$ cat src/include/tcdm_defs.svh
// ****************************************
// tcdm shared macros
// reset sensitivity for the scratchpad RTL
// ****************************************

`ifndef TCDM_DEFS_SVH
`define TCDM_DEFS_SVH

// async active low reset, use as @(`TCDM_RST_ASYNC)
`define TCDM_RST_ASYNC posedge clk_i, negedge rst_ni

`endif
$ cat src/design/tcdm_pkg.sv
// ****************************************
// tcdm package
// default widths, access opcode, id sizing
// ****************************************

`default_nettype none

package tcdm_pkg;

  localparam int unsigned DEFAULT_DW      = 32;  // data bits
  localparam int unsigned DEFAULT_AW      = 16;  // byte address bits
  localparam int unsigned DEFAULT_NB_CHAN = 4;   // initiator ports
  localparam int unsigned DEFAULT_N_WORDS = 256; // bank depth in words

  // wen encoding, low means write
  typedef enum logic {
    ACC_WRITE = 1'b0,
    ACC_READ  = 1'b1
  } access_e;

  // id bits needed to name one of n ports, never below 1
  function automatic int unsigned id_width(input int unsigned n);
    return (n > 1) ? $clog2(n) : 1;
  endfunction

endpackage

`default_nettype wire

$ cat src/design/tcdm_mux_ooo.sv
// ****************************************
// tcdm out-of-order N-to-1 mux
// round-robin or forced arbitration, id-routed responses
// ****************************************

`default_nettype none

`include "tcdm_defs.svh"

module tcdm_mux_ooo #(
  parameter int unsigned NB_CHAN = tcdm_pkg::DEFAULT_NB_CHAN,
  parameter int unsigned DW      = tcdm_pkg::DEFAULT_DW,
  parameter int unsigned AW      = tcdm_pkg::DEFAULT_AW,
  localparam int unsigned IW     = tcdm_pkg::id_width(NB_CHAN),
  localparam int unsigned BW     = DW / 8
) (
  input  logic                                   clk_i,
  input  logic                                   rst_ni,
  input  logic                                   clear_i,
  // external priority override
  input  logic                                   priority_force_i,
  input  logic              [NB_CHAN-1:0][IW-1:0] priority_i,
  // initiator side
  input  logic              [NB_CHAN-1:0]         in_req,
  output logic              [NB_CHAN-1:0]         in_gnt,
  input  logic              [NB_CHAN-1:0][AW-1:0] in_add,
  input  tcdm_pkg::access_e [NB_CHAN-1:0]         in_wen,
  input  logic              [NB_CHAN-1:0][DW-1:0] in_data,
  input  logic              [NB_CHAN-1:0][BW-1:0] in_be,
  output logic              [NB_CHAN-1:0]         in_r_valid,
  input  logic              [NB_CHAN-1:0]         in_r_ready,
  output logic              [NB_CHAN-1:0][DW-1:0] in_r_data,
  // memory side
  output logic                                   mux_req,
  input  logic                                   mux_gnt,
  output logic                           [AW-1:0] mux_add,
  output tcdm_pkg::access_e                      mux_wen,
  output logic                           [DW-1:0] mux_data,
  output logic                           [BW-1:0] mux_be,
  output logic                           [IW-1:0] mux_user,
  input  logic                                   mux_r_valid,
  output logic                                   mux_r_ready,
  input  logic                           [DW-1:0] mux_r_data,
  input  logic                           [IW-1:0] mux_r_user
);

  logic [IW-1:0]              rr_counter_q; // port holding rank 0 in rr mode
  logic [NB_CHAN-1:0][IW-1:0] rank;         // rank r -> port index
  logic [IW-1:0]              winner;

  // counter steps once per transferred request, wraps at NB_CHAN
  always_ff @(`TCDM_RST_ASYNC) begin
    if (!rst_ni) begin
      rr_counter_q <= '0;
    end else if (clear_i) begin
      rr_counter_q <= '0;              // back to reset order
    end else if (mux_req && mux_gnt) begin
      if (rr_counter_q == IW'(NB_CHAN - 1))
        rr_counter_q <= '0;
      else
        rr_counter_q <= rr_counter_q + 1'b1;
    end
  end

  for (genvar r = 0; r < NB_CHAN; r++) begin : g_rank
    // rotated list unless priority is forced from outside
    assign rank[r] = priority_force_i ? priority_i[r]
                                      : IW'((rr_counter_q + r) % NB_CHAN);
  end

  // winner takes all, lowest ranked requester wins
  // scan from the back so the lowest rank overwrites last
  always_comb begin
    winner = rr_counter_q;             // idle default
    for (int r = NB_CHAN - 1; r >= 0; r--) begin
      if (in_req[rank[r]])
        winner = rank[r];
    end
  end

  // forward the winner's request, tagged with its port index
  assign mux_req  = in_req[winner];
  assign mux_add  = in_add[winner];
  assign mux_wen  = in_wen[winner];
  assign mux_data = in_data[winner];
  assign mux_be   = in_be[winner];
  assign mux_user = winner;

  for (genvar k = 0; k < NB_CHAN; k++) begin : g_port
    assign in_gnt[k]     = (winner == IW'(k)) & in_req[k] & mux_gnt;
    assign in_r_valid[k] = (mux_r_user == IW'(k)) & mux_r_valid; // steer by id
    assign in_r_data[k]  = mux_r_data;                           // shared bus
  end

  // ready comes from whichever port owns the pending response
  assign mux_r_ready = in_r_ready[mux_r_user];

endmodule

`default_nettype wire

$ cat config.mk
export PLATFORM = sky130hd
export DESIGN_NAME = tcdm_mux_ooo
export DESIGN_NICKNAME = d
export VERILOG_FILES = /design/src/design/tcdm_pkg.sv /design/src/design/tcdm_mux_ooo.sv
export VERILOG_INCLUDE_DIRS = /design/src /design/src/include
export SDC_FILE = /design/constraint.sdc
export NUM_CORES = 1
export LEC_CHECK = 0
export BUFFER_PORTS_ARGS = -buffer_cell sky130_fd_sc_hd__buf_2
export CORE_AREA = 2 2 178 180
export CTS_CLUSTER_DIAMETER = 60
export DETAILED_ROUTE_END_ITERATION = 10
export DIE_AREA = 0 0 180 182
export HOLD_SLACK_MARGIN = 0.03
export PLACE_DENSITY_LB_ADDON = 0.3
export REMOVE_ABC_BUFFERS = 1
export SYNTH_ARGS = -nofsm -noshare
export SYNTH_HDL_FRONTEND = slang
export SYNTH_SLANG_ARGS = --single-unit
$ cat constraint.sdc
create_clock -name clk_i -period 3 [get_ports clk_i]
set_clock_uncertainty 0.05 [all_clocks]
set_input_delay 0.45 -clock clk_i [delete_from_list [all_inputs] [get_ports clk_i]]
set_output_delay 0.45 -clock clk_i [all_outputs]
set_load 0.01 [all_outputs]
### Yosys cells after proc, flatten, opt, wreduce, memory -nomap -nowiden

Cells that the tools add are included.

| operators by class | value |
|---|---|
| muxes and demuxes | 31 |
| reduce and logical (&&, ||, !) cells | 4 |
| $add $sub $neg | 4 |
| multipliers | 0 |
| equality and inequality tests | 7 |
| magnitude comparators | 6 |
| div/mod/pow operators | 0 |
| shifts and indexed selects | 0 |
| bitwise gates (word level) | 12 |

Operator list:

| kind | count |
|---|---|
| $bmux 32 s2 | 1 |
| $bmux 16 s2 | 1 |
| $mux 32 | 1 |
| $mux 2 | 11 |
| $lt 2x3->1 const B | 6 |
| $mux 16 | 1 |
| $bmux 1 s2 | 7 |
| $and 1x1->1 | 12 |
| $eq 2x2->1 const B | 5 |
| $bmux 4 s2 | 1 |
| $mux 1 | 7 |
| $add 2x1->2 const B | 2 |
| $add 2x2->2 const B | 2 |
| $eq 2x1->1 const B | 2 |
| $logic_not 2->1 | 2 |
| $mux 4 | 1 |
| $reduce_bool 2->1 | 1 |
| $logic_and 1x1->1 | 1 |

| word-level totals | value |
|---|---|
| flip-flop bits (word level) | 2 |
| word-level logic and storage cells | 65 |
| latch bits | 0 |
| bits in writable memories | 0 |
| memories | 0 |
| bits of input ports | 268 |
| ROM bits | 0 |

### Logic depth before layout (Yosys ltp)

| depth | value |
|---|---|
| depth in word-level cells | 13 |
| depth in mapped cells | 13 |
| mapped depth without buffers | 10 |

### Worst setup path after synthesis

Ideal clock, no wire load.

| timing path | value |
|---|---|
| path type | register to output |
| start point | register rr_counter_q[1] |
| end point | output mux_data[15] |
| data arrival time | 2.583 ns |
| stages on the path, launching flop included | 14 |
| data required time | 2.500 ns |
| slack | -0.083 ns |
| cells stage by stage | dfrtp_1 ha_1 mux2i_2 mux2i_1 mux2i_1 nor4_2 a211oi_2 buf_6 inv_4 buf_6 buf_2 and2_1 a211oi_2 a21oi_1 |

| between the ends | value |
|---|---|
| cells in the longest elaborated chain, start to end | 10 |
| elaborated cells on any way between the ends | 21 |

RTL lines:

| element | line | text |
|---|---|---|
| start: declaration | tcdm_mux_ooo.sv:47 | `logic [IW-1:0] rr_counter_q;` |
| start signal: assignment | tcdm_mux_ooo.sv:61 | `rr_counter_q <= rr_counter_q + 1'b1;` |
| $add 2x2->2 | tcdm_mux_ooo.sv:68 | `: IW'((rr_counter_q + r) % NB_CHAN);` |
| $mux 2 | tcdm_mux_ooo.sv:67 | `assign rank[r] = priority_force_i ? priority_i[r]` |
| $bmux 1 s2 | tcdm_mux_ooo.sv:76 | `if (in_req[rank[r]])` |
| $mux 1 (implied by the code) | tcdm_mux_ooo.sv:76 |  |
| $mux 2 (3 in a row) | tcdm_mux_ooo.sv:76 |  |
| $mux 2 * | tcdm_mux_ooo.sv:76 |  |
| $bmux 32 s2 * | tcdm_mux_ooo.sv:85 | `assign mux_data = in_data[winner];` |
| $mux 32 (implied by the code) * | tcdm_mux_ooo.sv:85 |  |
| end: declaration | tcdm_mux_ooo.sv:38 | `output logic [DW-1:0] mux_data,` |

Mark *: on every way between the ends. The rest lies on a longest branch, timed or not. The select of a mux whose other input is x is not followed.

### Worst setup path in the final report

| timing path | value |
|---|---|
| start point | register rr_counter_q[0] |
| end point | output mux_be[2] |

| between the ends | value |
|---|---|
| cells in the longest elaborated chain, start to end | 10 |
| elaborated cells on any way between the ends | 21 |

RTL lines:

| element | line | text |
|---|---|---|
| $add 2x2->2 | tcdm_mux_ooo.sv:68 |  |
| $mux 2 | tcdm_mux_ooo.sv:67 |  |
| $bmux 1 s2 | tcdm_mux_ooo.sv:76 |  |
| $mux 1 (implied by the code) | tcdm_mux_ooo.sv:76 |  |
| $mux 2 (3 in a row) | tcdm_mux_ooo.sv:76 |  |
| $mux 2 * | tcdm_mux_ooo.sv:76 |  |
| $bmux 4 s2 * | tcdm_mux_ooo.sv:86 | `assign mux_be = in_be[winner];` |
| $mux 4 (implied by the code) * | tcdm_mux_ooo.sv:86 |  |
| end: declaration | tcdm_mux_ooo.sv:39 | `output logic [BW-1:0] mux_be,` |

Marked as above.

==> metrics.yaml <==
clk_pin_slew_ps: 30
synth-xor-area-share_pct: 0
finalSetupViolCount: 62
drtAntennaViolNets: 0
arrival_ps: 2950
core-area_sq_um: 30990
drv_cap: 0
stdcell_count: 1083
min_path_cells: 3
dp_hpwl_um: 16070
yosysWarnings: 0
fin_crit_ps: 3449
crit_fanout: 33
fillCellCount: 3526
grt_start_max_net_pins: 37
num_rows: 65
violations: "setup timing"
worstHoldStart: "clear_i"
synthMuxAreaShare_pct: 21.16
synthArstFlopShare_pct: 100.0
drtIter0Drc: 133
grt.overflow.total: 0
pin_count: 461
required_ps: 2500
die-width_um: 180
die-area_sq_um: 32760
htreeDepth: 1
viasPerCell: 3.915
top_register: "rr_counter_q"
p_leak_nw: 2.795
num_vias: 4240
seq_area_frac_synth_pct: 1.465
reg2regPathDepth: 13
synth_top_family_by_area: "buffers and inverters"
highest-signal-layer: "met5"
synth_adder_area_share_pct: 0.3662
port-buffer-count: 300
worst_slack_ps: -448.6
rsz0062_at_grt: "true"
drt-pass1-iter-count: 4
place.gp.congestion: 0.7563
route.met2.wl_um: 8571
clk_latency_ps: 220
hold_path_end: "rr_counter_q[0]$_DFFE_PN0P_"
dieHeight_um: 182
synth_top_flop_cell: "dfrtp_1"
path_cells: "ha_4 -> mux2i_4 -> mux2i_2 -> mux2i_4 -> a311oi_4 -> a211oi_4 -> buf_4 -> buf_12 -> a211oi_1 -> a21oi_1 -> buf_2"
regArea_sq_um: 50.05
cts_made_buffers: 3
cp-startpoint: "rr_counter_q[0]$_DFFE_PN0P_"
clockBufferDepth: 2
r2r_end: "rr_counter_q[1]$_DFFE_PN0P_"
finalHoldViolCount: 0
cp-end-kind: "output port"
slew_viol_final: 0
dp_slack_ps: -614.5
wire_per_inst_um: 19.12
hp-class: "input port to flip-flop"
fin_crit_sh_pct: 115.0
multi_input_comb_area_sq_um: 2646
largest_reg_flops: 2
routed_wl_um: 20710
antenna_found_initial: 2
slowest_delay_ps: 400
relSlewSlack_pct: 68.38
nets: 952
yosys_register_bits: 2
synth-compound-area-share_pct: 27.57
synth_simple_gate_area_share_pct: 15.01
cts_root_buf: "clkbuf_16"
peakVddDrop_uv: 277.1
power_density_nw_per_um2: 614.3
final_common_cell: "buf_2"
path_class: "flip-flop to output port"
post-place-cells: 1050
synthCells: 454
dr_wl_met3_um: 2780
crit_path_frequent_cell: "mux2i_4"
most-common-layout-cells: "buf_2 (297), mux2i_1 (55), a21oi_1 (53)"
yosys.cell_types.count: 43
drt-met1-wl_um: 9107
grt_pass1_vias: 4022
netlist_area_sq_um: 3417
drc: 0
avgSynthCellArea_sq_um: 7.526
grt_pass1_wl_um: 27270
syn_to_final_growth_pct: 69.72
r2r-start: "rr_counter_q[0]$_DFFE_PN0P_"
tightestPinTransition_ps: 473.3
crit_path_start_kind: "flip-flop"
diodes: 0
cts_tree: "done"
reg_top3: "rr_counter_q (2)"
status: "finished, violations left"
initial_core_util_pct: 11.03
slowest_stage: "dfrtp_1"
drive_gt1_share_pct: 72.25
reg2reg_slack_ps: -50
grt.total_usage_pct: 11.08
synth_edf_count: 0
cts_sinks: 2
max_freq_ghz: 0.2900
timing repair:
| item | in CTS | in global routing |
|---|---|---|
| setup endpoints to repair | 62 | 62 |
| resized for setup | 76 | 58 |
| gates cloned | 3 | 4 |
| pin swaps | 7 | 6 |
| setup buffers | 13 | 9 |
| hold endpoints to repair | 2 | 0 |
| hold buffers | 1 | 0 |
layout make-up:
type                    count  share of cell area [%]
well taps                 402                   8.673
inverters                   9                  0.9493
multi-input cells         283                   45.63
repair buffers            382                   41.96
clock buffers               3                   1.294
flip-flops and latches      2                  0.8630
repair inverters            2                  0.6257
metrics by stage:
stage	power (mW)	hold slack, ps	util [%]	TNS [ps]	area, sq um
3_5_place_dp	2.569	192.1	15.47	-30500	4793
2_1_floorplan	1.537	104.4	-	-360810	2277
3_3_place_gp	2.572	194.6	15.47	-26900	4793
6_report	3.563	507.8	18.72	-23100	5799
4_1_cts	3.244	489.0	17.42	-22470	5396
5_1_grt	3.832	526.6	18.72	-32250	5799
how the worst max path moves through the flow:
stage,endpoint,slack [ps]
2_1_floorplan,mux_req,-6000
3_5_place_dp,mux_data[0],-610
3_3_place_gp,mux_data[0],-540
5_1_grt,mux_data[1],-590
6_report,mux_be[2],-450
4_1_cts,mux_add[1],-440
worst max-delay path, delay by kind of cell (launching register included):
| kind | cells | cell delay [ps] |
|---|---|---|
| compound gates | 4 | 780 |
| mux | 3 | 690 |
| buf+inv | 3 | 530 |
| flops | 1 | 400 |
| fa+ha+maj | 1 | 280 |
metal layers:
layer  global-route usage (%)  vias up
li1                         -     1955
met1                    14.56     1966
met2                    15.02      297
met3                    7.461       12
met4                   0.5203       10
met5                    5.333        -
cells in the mapped netlist, drive strengths merged, types with 2 or more instances:
cell	n	share of area, %
and2	53	9.7
mux2i	66	20
o41ai	2	0.51
buf	150	32
nor4	3	0.73
o21ai	2	0.29
a2111oi	2	0.51
dfrtp	2	1.5
a21oi	56	8.3
nor3b	3	0.66
nand3	2	0.29
inv	9	1.1
o311ai	2	0.51
o32ai	2	0.51
a211oi	56	15
nor2b	5	0.92
nand2b	2	0.37
nor2	10	1.1
clkbuf	10	1.1
nand2	4	0.44
cell families (layout without fill, tap and decap cells):
kind of cell | Yosys count | after routing
buffers and inverters | 169 | 396
AO/OA/AOI/OAI | 128 | 128
AND/OR/NAND/NOR | 86 | 86
multiplexers | 68 | 68
flip-flops | 2 | 2
adder cells (fa/ha/maj) | 1 | 1
power by group:
group / total, mW / switching [mW] / internal (mW) / leakage, nW
clock network: 0.198 / 0.0285 / 0.169 / 0.0370
registers: 0.0392 / 0.00660 / 0.0326 / 0.0271
logic: 3.33 / 1.66 / 1.67 / 2.73
total: 3.56 / 1.69 / 1.87 / 2.79
Note: power is estimated with default switching activity, not from simulation.
