`src/include/tcdm_defs.svh`:
```
// ****************************************
// tcdm shared macros
// reset sensitivity for the scratchpad RTL
// ****************************************

`ifndef TCDM_DEFS_SVH
`define TCDM_DEFS_SVH

// async active low reset, use as @(`TCDM_RST_ASYNC)
`define TCDM_RST_ASYNC posedge clk_i, negedge rst_ni

`endif
```
`src/design/tcdm_pkg.sv`:
```
// ****************************************
// tcdm package
// default widths, access opcode, id sizing
// ****************************************

`default_nettype none

package tcdm_pkg;

  localparam int unsigned DEFAULT_DW      = 32;  // data bits
  localparam int unsigned DEFAULT_AW      = 16;  // byte address bits
  localparam int unsigned DEFAULT_NB_CHAN = 4;   // initiator ports
  localparam int unsigned DEFAULT_N_WORDS = 256; // bank depth in words

  // wen encoding, low means write
  typedef enum logic {
    ACC_WRITE = 1'b0,
    ACC_READ  = 1'b1
  } access_e;

  // id bits needed to name one of n ports, never below 1
  function automatic int unsigned id_width(input int unsigned n);
    return (n > 1) ? $clog2(n) : 1;
  endfunction

endpackage

`default_nettype wire

```
`src/design/tcdm_r_user_filter.sv`:
```
// ****************************************
// tcdm response user filter
// reflects request id with bank data, stalls on back-pressure
// ****************************************

`default_nettype none

`include "tcdm_defs.svh"

module tcdm_r_user_filter #(
  parameter int unsigned NB_CHAN = tcdm_pkg::DEFAULT_NB_CHAN,
  parameter int unsigned DW      = tcdm_pkg::DEFAULT_DW,
  parameter int unsigned AW      = tcdm_pkg::DEFAULT_AW,
  localparam int unsigned IW     = tcdm_pkg::id_width(NB_CHAN),
  localparam int unsigned BW     = DW / 8
) (
  input  logic                     clk_i,
  input  logic                     rst_ni,
  input  logic                     clear_i,
  // from the mux
  input  logic                     mux_req,
  output logic                     mux_gnt,
  input  logic              [AW-1:0] mux_add,
  input  tcdm_pkg::access_e        mux_wen,
  input  logic              [DW-1:0] mux_data,
  input  logic              [BW-1:0] mux_be,
  input  logic              [IW-1:0] mux_user,
  output logic                     mux_r_valid,
  input  logic                     mux_r_ready,
  output logic              [DW-1:0] mux_r_data,
  output logic              [IW-1:0] mux_r_user,
  // to the bank
  output logic                     mem_req,
  output logic              [AW-1:0] mem_add,
  output tcdm_pkg::access_e        mem_wen,
  output logic              [DW-1:0] mem_data,
  output logic              [BW-1:0] mem_be,
  input  logic              [DW-1:0] mem_r_data
);

  logic          pending_q; // response sitting at the output
  logic [IW-1:0] id_q;      // id of the granted request
  logic          stall;

  // a waiting response that is not taken this cycle blocks new grants
  assign stall   = pending_q & ~mux_r_ready;
  assign mux_gnt = mux_req & ~stall;

  // zero latency path, bank only sees granted accesses
  assign mem_req  = mux_gnt;
  assign mem_add  = mux_add;
  assign mem_wen  = mux_wen;
  assign mem_data = mux_data;
  assign mem_be   = mux_be;

  always_ff @(`TCDM_RST_ASYNC) begin
    if (!rst_ni) begin
      pending_q <= 1'b0;
      id_q      <= '0;
    end else if (clear_i) begin
      pending_q <= 1'b0;
      id_q      <= '0;
    end else if (mux_gnt) begin
      pending_q <= 1'b1;      // new response next cycle
      id_q      <= mux_user;
    end else if (mux_r_ready) begin
      pending_q <= 1'b0;      // accepted, nothing behind it
    end
  end

  assign mux_r_valid = pending_q;
  assign mux_r_user  = id_q;
  assign mux_r_data  = mem_r_data; // bank holds it until the next read

endmodule

`default_nettype wire

```
`config.mk`:
```
export PLATFORM = sky130hd
export DESIGN_NAME = tcdm_r_user_filter
export DESIGN_NICKNAME = d
export VERILOG_FILES = /design/src/design/tcdm_pkg.sv /design/src/design/tcdm_r_user_filter.sv
export VERILOG_INCLUDE_DIRS = /design/src /design/src/include
export SDC_FILE = /design/constraint.sdc
export NUM_CORES = 1
export LEC_CHECK = 0
export BUFFER_PORTS_ARGS = -buffer_cell sky130_fd_sc_hd__buf_2
export CAP_MARGIN = 20
export CORE_AREA = 2 2 71 73
export CTS_CLUSTER_DIAMETER = 50
export CTS_CLUSTER_SIZE = 30
export DETAILED_ROUTE_END_ITERATION = 12
export DIE_AREA = 0 0 73 75
export GPL_ROUTABILITY_DRIVEN = 1
export GPL_TIMING_DRIVEN = 0
export PLACE_DENSITY = 0.65
export SLEW_MARGIN = 20
export SYNTH_ARGS = -nofsm -noshare
export SYNTH_HDL_FRONTEND = slang
export SYNTH_SLANG_ARGS = --single-unit
```
`constraint.sdc`:
```
create_clock -name clk_i -period 0.8 [get_ports clk_i]
set_input_delay 0.08 -clock clk_i [delete_from_list [all_inputs] [get_ports clk_i]]
set_output_delay 0.08 -clock clk_i [all_outputs]
set_load 0.03 [all_outputs]
```
---- After elaboration in Yosys (flattened, before gate mapping) ----
Index checks and enable logic that the tools add are counted.
storage, ports and cells
  word-level logic and storage cells ...... 13
  input bits .............................. 92
  bits in registers ....................... 3
  output and inout port bits .............. 90
cells by class
  bitwise logic cells ..................... 4
  mux-type cells .......................... 5
  reductions and logical operators ........ 2
operators with widths
  operator            count
  2-bit two-way mux   2
  1-bit two-way mux   3
  3-bit nonzero test  1
  1-bit AND           2
  1-bit inverter      2
  2-bit nonzero test  1

---- Logic depth before layout (Yosys ltp) ----
Gate-level depths: netlist of the first run.
  depth after elaboration ................. 6
  mapped depth ............................ 3
  depth with buffers taken out ............ 3

---- Worst setup path before layout of the first run ----
No wires, ideal clock.
  kind .................................... register to output
  from .................................... register pending_q, in the netlist mux_r_valid
  to ...................................... output port mux_gnt
  buffers on the path ..................... 1
  arrival time ............................ 1.095 ns
  stages on the path, launching flop included .. 3
  slack ................................... -0.375 ns
  required time ........................... 0.720 ns
  path through ............................ dfrtp_1 -> a21boi_4 -> buf_4
on the way
  cells in the longest elaborated chain, start to end .. 3
ends and longest elaborated chain
  what                    line                      source
  start, declared         tcdm_r_user_filter.sv:41  logic pending_q;
  start signal, assigned  tcdm_r_user_filter.sv:58  pending_q <= 1'b0;
  start signal, assigned  tcdm_r_user_filter.sv:61  pending_q <= 1'b0;
  start signal, assigned  tcdm_r_user_filter.sv:64  pending_q <= 1'b1;
  1-bit AND               tcdm_r_user_filter.sv:46  assign stall = pending_q & ~mux_r_ready;
  1-bit inverter          tcdm_r_user_filter.sv:47  assign mux_gnt = mux_req & ~stall;
  1-bit AND               tcdm_r_user_filter.sv:47
  end, declared           tcdm_r_user_filter.sv:22  output logic mux_gnt,
No other way between the ends.

---- Final worst setup path of the first run ----
Same ends and word-level chain as after synthesis.

==> results of run 1 <==
[cell type report]
cell class / count / area [um2]
Multi-Input combinational cell: 9 / 76.32
Buffer: 86 / 649.4
Clock buffer: 4 / 45.04
Sequential cell: 3 / 76.32
Fill cell: 490 / 3191
Tap cell: 54 / 67.56
Inverter: 1 / 3.754
Timing Repair Buffer: 101 / 551.8
[path summary, 6_finish.rpt]
| kind | from | end | slack, ns | depth (start not counted) |
|---|---|---|---|---|
| min in group asynchronous | rst_ni | mux_r_user[1]$_DFFE_PN0P_ | 0.20 | 2 |
| max in group asynchronous | rst_ni | mux_r_valid$_DFFE_PN0P_ | 0.49 | 2 |
| worst max register to register | mux_r_valid$_DFFE_PN0P_ | mux_r_user[0]$_DFFE_PN0P_ | -0.23 | 4 |
| worst min register to register | mux_r_user[1]$_DFFE_PN0P_ | mux_r_user[1]$_DFFE_PN0P_ | 0.55 | 2 |
| worst max-delay path | mux_r_valid$_DFFE_PN0P_ | mux_gnt | -0.29 | 3 |
| worst min-delay path | clear_i | mux_r_valid$_DFFE_PN0P_ | 0.07 | 2 |
[routing by layer]
metal | up-vias | part of all wire [%] | wire length [um] | GRT usage [%]
li1 | 424 | - | - | -
met1 | 357 | 25 | 614 | 5.390
met5 | - | 0 | 0 | 0
met2 | 102 | 59 | 1431 | 13.11
met4 | 0 | 0.94 | 23 | 3.704
met3 | 2 | 15 | 369 | 3.347
[kinds of logic (layout without fill, tap and decap cells)]
family | after synthesis | in the layout
flops | 3 | 3
buf+inv | 87 | 192
compound gates | 2 | 2
simple gates | 5 | 5
mux | 2 | 2
[what timing repair did]
action | in CTS | in global routing
endpoints found under the hold margin | 3 | 0
buffers inserted | 3 | 1
gates resized for setup | 10 | 1
hold buffers | 1 | 0
endpoints found under the setup margin | 7 | 8
pin swaps | 1 | 1
[placed cells by master (no fill, tap or decap)]
master         instances
a21boi_4               1
mux2i_1                2
buf_2                 91
dlygate4sd3_1          1
clkbuf_1               1
dfrtp_1                2
a21oi_2                1
inv_1                  1
buf_6                  6
clkbuf_8               3
dfrtp_2                1
nor2_1                 1
nand2b_1               4
buf_4                 89
[critical path, stage by stage (launching register included)]
cell      delay (ns)
dfrtp_2         0.41
a21boi_4        0.16
buf_6           0.11
buf_6           0.11
[flip-flops by register name, indices dropped and copies added (netlist names)]
signal	cells
mux_r_user	2
mux_r_valid	1
[metrics by stage]
stage	utilization (%)	setup WS, ns	setup TNS, ns	hold slack (ns)	total power, W
after floorplan	-	-0.3014	-0.9723	-0.2156	0.001036
after global placement	28.97	-0.1867	-0.4994	-0.1197	0.001266
after detailed placement	28.97	-0.1951	-0.5405	-0.1194	0.001273
after CTS	31.30	-0.3283	-1.282	0.06386	0.001767
after global routing	31.54	-0.3203	-1.539	0.09743	0.001832
final	31.54	-0.2914	-1.270	0.07369	0.001745
[power breakdown]
part / internal, W / switching, W
Sequential: 0.000163 / 0.00000748
Combinational: 0.000489 / 0.000651
Clock: 0.000339 / 0.0000944
==> results.yml, run 1 <==
outcome:
  status: "finished with violations"
  violations: "negative setup slack"
logic_synthesis:
  ys_types: 8
  async_flop_share_pct: 100.0
  avgSynthCellArea_um2: 8.051
  synth_edf_count: 0
  synth-simple-area-share_pct: 3.611
  synth_mux_area_share_pct: 2.512
  mappedNetlistNets: 191
  syn_inst: 99
  yosysTopAreaCell: "buf_4"
  yosysMostFrequentCell: "buf_4"
  ys_seq_elements: 3
  synth_area_leaders: "buf_4 81%, dfrtp_1 9.4%, nand2b_1 3.1%, mux2i_1 2.5%, a21boi_4 2.4%"
  synth_top_family_by_area: "buffers and inverters"
  post_synth_instance_area_um2: 797.0
  synth_fa_ha_area_share_pct: 0
  synth_top_area_share_pct: 81.00
  synthXorXnorAreaFrac_pct: 0
  netlist_top_cells_count: "86 x buf_4, 4 x nand2b_1, 3 x dfrtp_1"
  ys_seq_area_share_pct: 9.419
  ys.flop_type: "dfrtp_1"
  yosysWarnings: 0
  synth_compound_area_share_pct: 2.983
worst_setup_path:
  arrival_ns: 1.01
  crit_fanout: 3
  path_class: "flip-flop to output pin"
  cp.required_ns: 0.72
  worstSetupEndpointType: "output pin"
  cp-start-kind: "flip-flop"
die:
  boundaryPins: 182
  fp.coreArea_mm2: 0.004661
  rows: 25
  die_w_um: 73
  die_h_um: 75
  die_area_mm2: 0.005475
  start_util_pct: 17.10
place:
  globalplace.congestion: 0.6799
  io_buffers: 96
  dp.cells: 249
  placed_cell_area_mm2: 0.001350
grt:
  grt_pass1_vias: 679
  grt_max_degree: 6
  antenna_found_initial: 0
  grt_usage_pct: 6.726
  grt_pass1_wl_um: 2677
  overflow: 0
cells_and_area:
  fin_area_mm2: 0.001470
  post_route_cells_drive_above_1_share_pct: 94.12
  diodes: 0
  areaGrowthSynthToFinish_pct: 84.46
  nNetsFinal: 297
  final-instance-count-excl-fill: 258
drt:
  drt_wl_total_um: 2440
  drt-initial-drc-count: 0
  via_per_inst: 3.430
  ant_nets: 0
  drc: 0
  first_pass_iters: 1
  vias: 885
  routedWlPerCell_um: 9.457
sta:
  layout_setup_ws_ns: -0.2914
  period_needed_ns: 1.091
  fin_crit_sh_pct: 136.4
  slew_headroom_pct: 92.51
  setup_viol: 8
  rsz0062_at_grt: "true"
  fmax_ghz: 0.9163
  finalMaxSlewViolations: 0
  tightestPinTransition_ns: 0.1092
  final-hold-violation-count: 0
  skew_ns: 0.001078
clock_tree:
  cts_tree: "done"
  cts_buffer_depth: 2
  cts_max_level: 1
  cts.sinks: 3
  clk_pin_slew_ns: 0.03
  clock_latency_ns: 0.21
  cts_root_buf: "clkbuf_8"
  numCtsBuffers: 3
power:
  cellLeakagePower_nw: 0.9242
  p_per_area_mw_per_mm2: 1187
  irDropWorstVdd_uv: 293.9
job:
  cap_violations: 0
worst_hold_path:
  min_path_type: "primary input to flip-flop"
No activity file was read; power rests on OpenSTA's default activity.
==> run 2, diff against run 1 <==
--- a/config.mk
+++ b/config.mk
@@ -18,2 +18,3 @@
 export PLACE_DENSITY = 0.65
+export SKIP_CTS_REPAIR_TIMING = 1
 export SLEW_MARGIN = 20
==> constraint.sdc (replaced) <==
create_clock -name clk_i -period 0.8 [get_ports clk_i]
set_input_delay 0.16 -clock clk_i [delete_from_list [all_inputs] [get_ports clk_i]]
set_output_delay 0.16 -clock clk_i [all_outputs]
set_load 0.03 [all_outputs]
==> results.yml, run 2 (synthesis results as in run 1) <==
outcome:
  status: "finished with violations"
  violations: "negative setup slack"
worst_setup_path:
  reg2reg_slack_ns: -0.20
  cp.required_ns: 0.64
  cp_top_family: "flip-flops"
  path_buf_inv: 2
  slowest_delay_ns: 0.42
  arrival_ns: 1.05
  crit_path_start: "mux_r_valid$_DFFE_PN0P_"
  path_depth: 3
  ff2ff_path_depth: 3
  crit_path_frequent_cell: "buf_6"
  worstSetupEndpointType: "output pin"
  worstReg2RegStart: "mux_r_valid$_DFFE_PN0P_"
  path_class: "flip-flop to output pin"
  critPathSlowestCell: "dfrtp_2"
  r2r-end: "mux_r_user[0]$_DFFE_PN0P_"
  crit_chain: "a21boi_4 -> buf_6 -> buf_6"
  crit_fanout: 3
  cp-start-kind: "flip-flop"
  crit_end: "mux_gnt"
power:
  cellLeakagePower_nw: 0.9177
  irDropWorstVdd_uv: 312.2
  p_per_area_mw_per_mm2: 1191
grt:
  busiest_layer: "met2"
  grt_usage_pct: 6.559
  grt_max_degree: 6
  use_met1_pct: 5.149
  use_met3_pct: 3.481
  grt_pass1_wl_um: 2587
  overflow: 0
  grt_use_met2_pct: 12.71
  antenna_found_initial: 0
  grt_pass1_vias: 645
die:
  die_w_um: 73
  fp.coreArea_mm2: 0.004661
  die_h_um: 75
  die_area_mm2: 0.005475
  boundaryPins: 182
  start_util_pct: 17.10
  rows: 25
sta:
  skew_ns: 0.001268
  tightestPinTransition_ns: 0.1612
  slew_headroom_pct: 89.33
  layout_setup_ws_ns: -0.4119
  rsz0062_at_grt: "true"
  hold_ws_ns: 0.1528
  finalMaxSlewViolations: 0
  fin_tns_setup_ns: -1.661
  setup_viol: 7
  fin_crit_sh_pct: 151.5
  period_needed_ns: 1.212
  fmax_ghz: 0.8252
  final-hold-violation-count: 0
place:
  io_buffers: 96
  placed_cell_area_mm2: 0.001350
  place_ws_ns: -0.2751
  globalplace.congestion: 0.6799
drt:
  first_pass_iters: 2
  drt-initial-drc-count: 1
  via_per_inst: 3.405
  ant_nets: 0
  routedWlPerCell_um: 9.288
  drt_wl_total_um: 2387
  drc: 0
  vias: 875
clock_tree:
  clk_pin_slew_ns: 0.03
  cts_max_level: 1
  cts_tree: "done"
  clock_latency_ns: 0.21
  cts_root_buf: "clkbuf_8"
  cts.sinks: 3
  numCtsBuffers: 3
  cts_buffer_depth: 2
cells_and_area:
  diodes: 0
  fin_area_mm2: 0.001455
  areaGrowthSynthToFinish_pct: 82.58
  nNetsFinal: 296
  final_common_cell: "buf_2"
  post_route_cells_drive_above_1_share_pct: 93.60
  mostFrequentLayoutCells: "91 x buf_2, 88 x buf_4, 5 x buf_6"
  largest_register_ffs: 2
worst_hold_path:
  min_path_type: "primary input to flip-flop"
job:
  cap_violations: 0
==> run 2: metal layers <==
layer / vias to the layer above / wire length, um
met1: 350 / 601
met2: 102 / 1385
met3: 2 / 380
li1: 421 / -
met5: - / 0
met4: 0 / 19
==> run 2: cell type report <==
cell class,count,area (um2)
Tap cell,54,67.56
Multi-Input combinational cell,9,72.57
Sequential cell,3,76.32
Buffer,86,649.4
Clock buffer,4,45.04
Fill cell,490,3206
Inverter,1,3.754
Timing Repair Buffer,100,540.5
==> run 2: how the worst min path moves through the flow <==
stage	to	startpoint	slack, ns	depth (start not counted)
after global placement	mux_r_user[1]$_DFFE_PN0P_	rst_ni	-0.04	1
final	mux_r_valid$_DFFE_PN0P_	clear_i	0.15	2
after detailed placement	mux_r_user[1]$_DFFE_PN0P_	rst_ni	-0.04	1
after floorplan	mux_r_user[0]$_DFFE_PN0P_	rst_ni	-0.14	0
after global routing	mux_r_valid$_DFFE_PN0P_	clear_i	0.18	2
after CTS	mux_r_user[1]$_DFFE_PN0P_	rst_ni	-0.27	1
==> run 2: power breakdown <==
group | switching, W | internal (W) | total (W)
sequential | 0.00000873 | 0.000163 | 0.000172
combinational | 0.000646 | 0.000482 | 0.00113
clock | 0.0000938 | 0.000339 | 0.000433
total | 0.000748 | 0.000984 | 0.00173
==> run 2: worst register-to-register path, cell delays in order, from the launching register on <==
cell,delay (ns)
dfrtp_2,0.42
a21boi_4,0.19
buf_4,0.15
mux2i_1,0.16
==> run 2: per-stage QoR <==
step	instances	utilization [%]	total power (W)
2_1_floorplan	99	-	0.001036
3_3_place_gp	249	28.97	0.001266
3_5_place_dp	249	28.97	0.001273
4_1_cts	253	29.93	0.001726
5_1_grt	257	31.22	0.001820
6_report	257	31.22	0.001732
==> run 3, diff against run 2 <==
Settings changed: CAP_MARGIN 20 to not set, CELL_PAD_IN_SITES_DETAIL_PLACEMENT set to 1, CELL_PAD_IN_SITES_GLOBAL_PLACEMENT set to 2, CORE_AREA 2 2 71 73 to not set, CORE_MARGIN set to 2, CORE_UTILIZATION set to 10, DIE_AREA 0 0 73 75 to not set, PLACE_DENSITY 0.65 to not set, PLACE_DENSITY_LB_ADDON set to 0.1.
==> results.yml, run 3 (synthesis results as in run 1) <==
drt:
  via_per_inst: 3.010
  drc: 0
  drt_wl_total_um: 2610
  drt-initial-drc-count: 5
  routedWlPerCell_um: 8.529
  first_pass_iters: 3
  vias: 921
  ant_nets: 0
power:
  irDropWorstVdd_uv: 325.8
  internal_power_w: 0.0009877
  cellLeakagePower_nw: 0.9226
  clockPowerShare_pct: 25.1
  p_switching_w: 0.0007590
  power_frac_seq_pct: 9.8
  swShare_pct: 43.45
  p_per_area_mw_per_mm2: 1146
  combPwrFrac_pct: 65.1
die:
  rows: 32
  die_area_mm2: 0.008700
  die_w_um: 93.28
  die_h_um: 93.28
  fp.coreArea_mm2: 0.007727
  start_util_pct: 10.31
  boundaryPins: 182
cells_and_area:
  mostFrequentLayoutCells: "92 x buf_2, 89 x buf_4, 5 x buf_6"
  fin_area_mm2: 0.001524
  diodes: 0
  final_util_pct: 19.72
  num-fill-cells: 987
  final_common_cell: "buf_2"
  post_route_cells_drive_above_1_share_pct: 94.12
  largest_register_ffs: 2
  final-instance-count-excl-fill: 306
  areaGrowthSynthToFinish_pct: 91.21
  nNetsFinal: 297
sta:
  fin_crit_sh_pct: 151.5
  setup_viol: 8
  rsz0062_at_grt: "true"
  fin_tns_setup_ns: -1.743
  period_needed_ns: 1.212
  finalMaxSlewViolations: 0
  final-hold-violation-count: 0
  layout_setup_ws_ns: -0.4118
  fmax_ghz: 0.8252
  hold_ws_ns: 0.1514
  skew_ns: 0.002722
  slew_headroom_pct: 91.11
  tightestPinTransition_ns: 0.1297
worst_hold_path:
  min_path_type: "primary input to flip-flop"
place:
  dp.cells: 297
  globalplace.congestion: 0.6045
  io_buffers: 96
  placed_cell_area_mm2: 0.001410
clock_tree:
  cts.sinks: 3
  cts_tree: "done"
  numCtsBuffers: 3
  cts_buffer_depth: 2
  cts_max_level: 1
  cts_root_buf: "clkbuf_8"
  clk_pin_slew_ns: 0.03
  clock_latency_ns: 0.22
grt:
  overflow: 0
  grt_pass1_wl_um: 3456
  grt_usage_pct: 4.943
  grt_max_degree: 6
  grt_pass1_vias: 797
  antenna_found_initial: 0
worst_setup_path:
  r2r-end: "mux_r_user[1]$_DFFE_PN0P_"
  path_class: "flip-flop to output pin"
  worstReg2RegStart: "mux_r_valid$_DFFE_PN0P_"
  cp.required_ns: 0.64
  crit_fanout: 3
  worstSetupEndpointType: "output pin"
  arrival_ns: 1.05
  crit_end: "mux_gnt"
  ff2ff_path_depth: 3
  reg2reg_slack_ns: -0.22
  crit_path_start: "mux_r_valid$_DFFE_PN0P_"
  cp-start-kind: "flip-flop"
outcome:
  status: "finished with violations"
  violations: "negative setup slack"
job:
  cap_violations: 0
[run 3: cell types whose count changed in the layout (fill, tap and decap cells not counted)]
cell and change:
buf_2 +1, a21oi_2 +1, clkbuf_4 -1, buf_4 +1, a21oi_1 -1
[run 3: layout make-up]
| type | instances | area, um2 | share of cell area (%) |
|---|---|---|---|
| multi-input combinational | 9 | 76.32 | 5.008 |
| sequential | 3 | 76.32 | 5.008 |
| clock buffer | 4 | 45.04 | 2.956 |
| timing repair buffer | 101 | 545.5 | 35.80 |
| tap | 102 | 127.6 | 8.374 |
| inverter | 1 | 3.754 | 0.2463 |
| buffer | 86 | 649.4 | 42.61 |
[run 3: worst min-delay path by stage]
stage / startpoint / endpoint / slack (ns) / depth (start not counted)
after floorplan: rst_ni / mux_r_user[0]$_DFFE_PN0P_ / -0.14 / 0
after global placement: rst_ni / mux_r_user[1]$_DFFE_PN0P_ / -0.04 / 1
after detailed placement: rst_ni / mux_r_user[1]$_DFFE_PN0P_ / -0.04 / 1
after CTS: rst_ni / mux_r_user[1]$_DFFE_PN0P_ / -0.27 / 1
after global routing: clear_i / mux_r_valid$_DFFE_PN0P_ / 0.17 / 2
final: clear_i / mux_r_valid$_DFFE_PN0P_ / 0.15 / 2
[run 3: stage by stage]
| stage | total power (W) | worst slack, ns |
|---|---|---|
| 5_1_grt | 0.001838 | -0.4544 |
| 3_5_place_dp | 0.001280 | -0.3131 |
| 6_report | 0.001747 | -0.4118 |
| 4_1_cts | 0.001731 | -0.5428 |
| 2_1_floorplan | 0.001036 | -0.3582 |
| 3_3_place_gp | 0.001278 | -0.3066 |
[run 3: worst max-delay path: stages (launching register included)]
cell,delay [ns]
dfrtp_2,0.41
a21boi_4,0.19
buf_6,0.12
buf_6,0.12
[run 3: power by group through the flow]
stage / clock (W) / combinational, W / sequential, W
6_report: 0.000438 / 0.00114 / 0.000171
5_1_grt: 0.000463 / 0.00120 / 0.000173
4_1_cts: 0.000452 / 0.00111 / 0.000171
3_5_place_dp: 0 / 0.00111 / 0.000172
3_3_place_gp: 0 / 0.00111 / 0.000173
2_1_floorplan: 0 / 0.000845 / 0.000191
[run 3: per-layer routing]
| metal | global-route usage [%] | vias to the layer above | routed length [um] |
|---|---|---|---|
| met5 | 0 | - | 0 |
| met4 | 1.838 | 0 | 36 |
| met3 | 2.498 | 4 | 548 |
| met2 | 9.173 | 105 | 1343 |
| met1 | 4.594 | 389 | 682 |
| li1 | - | 423 | - |
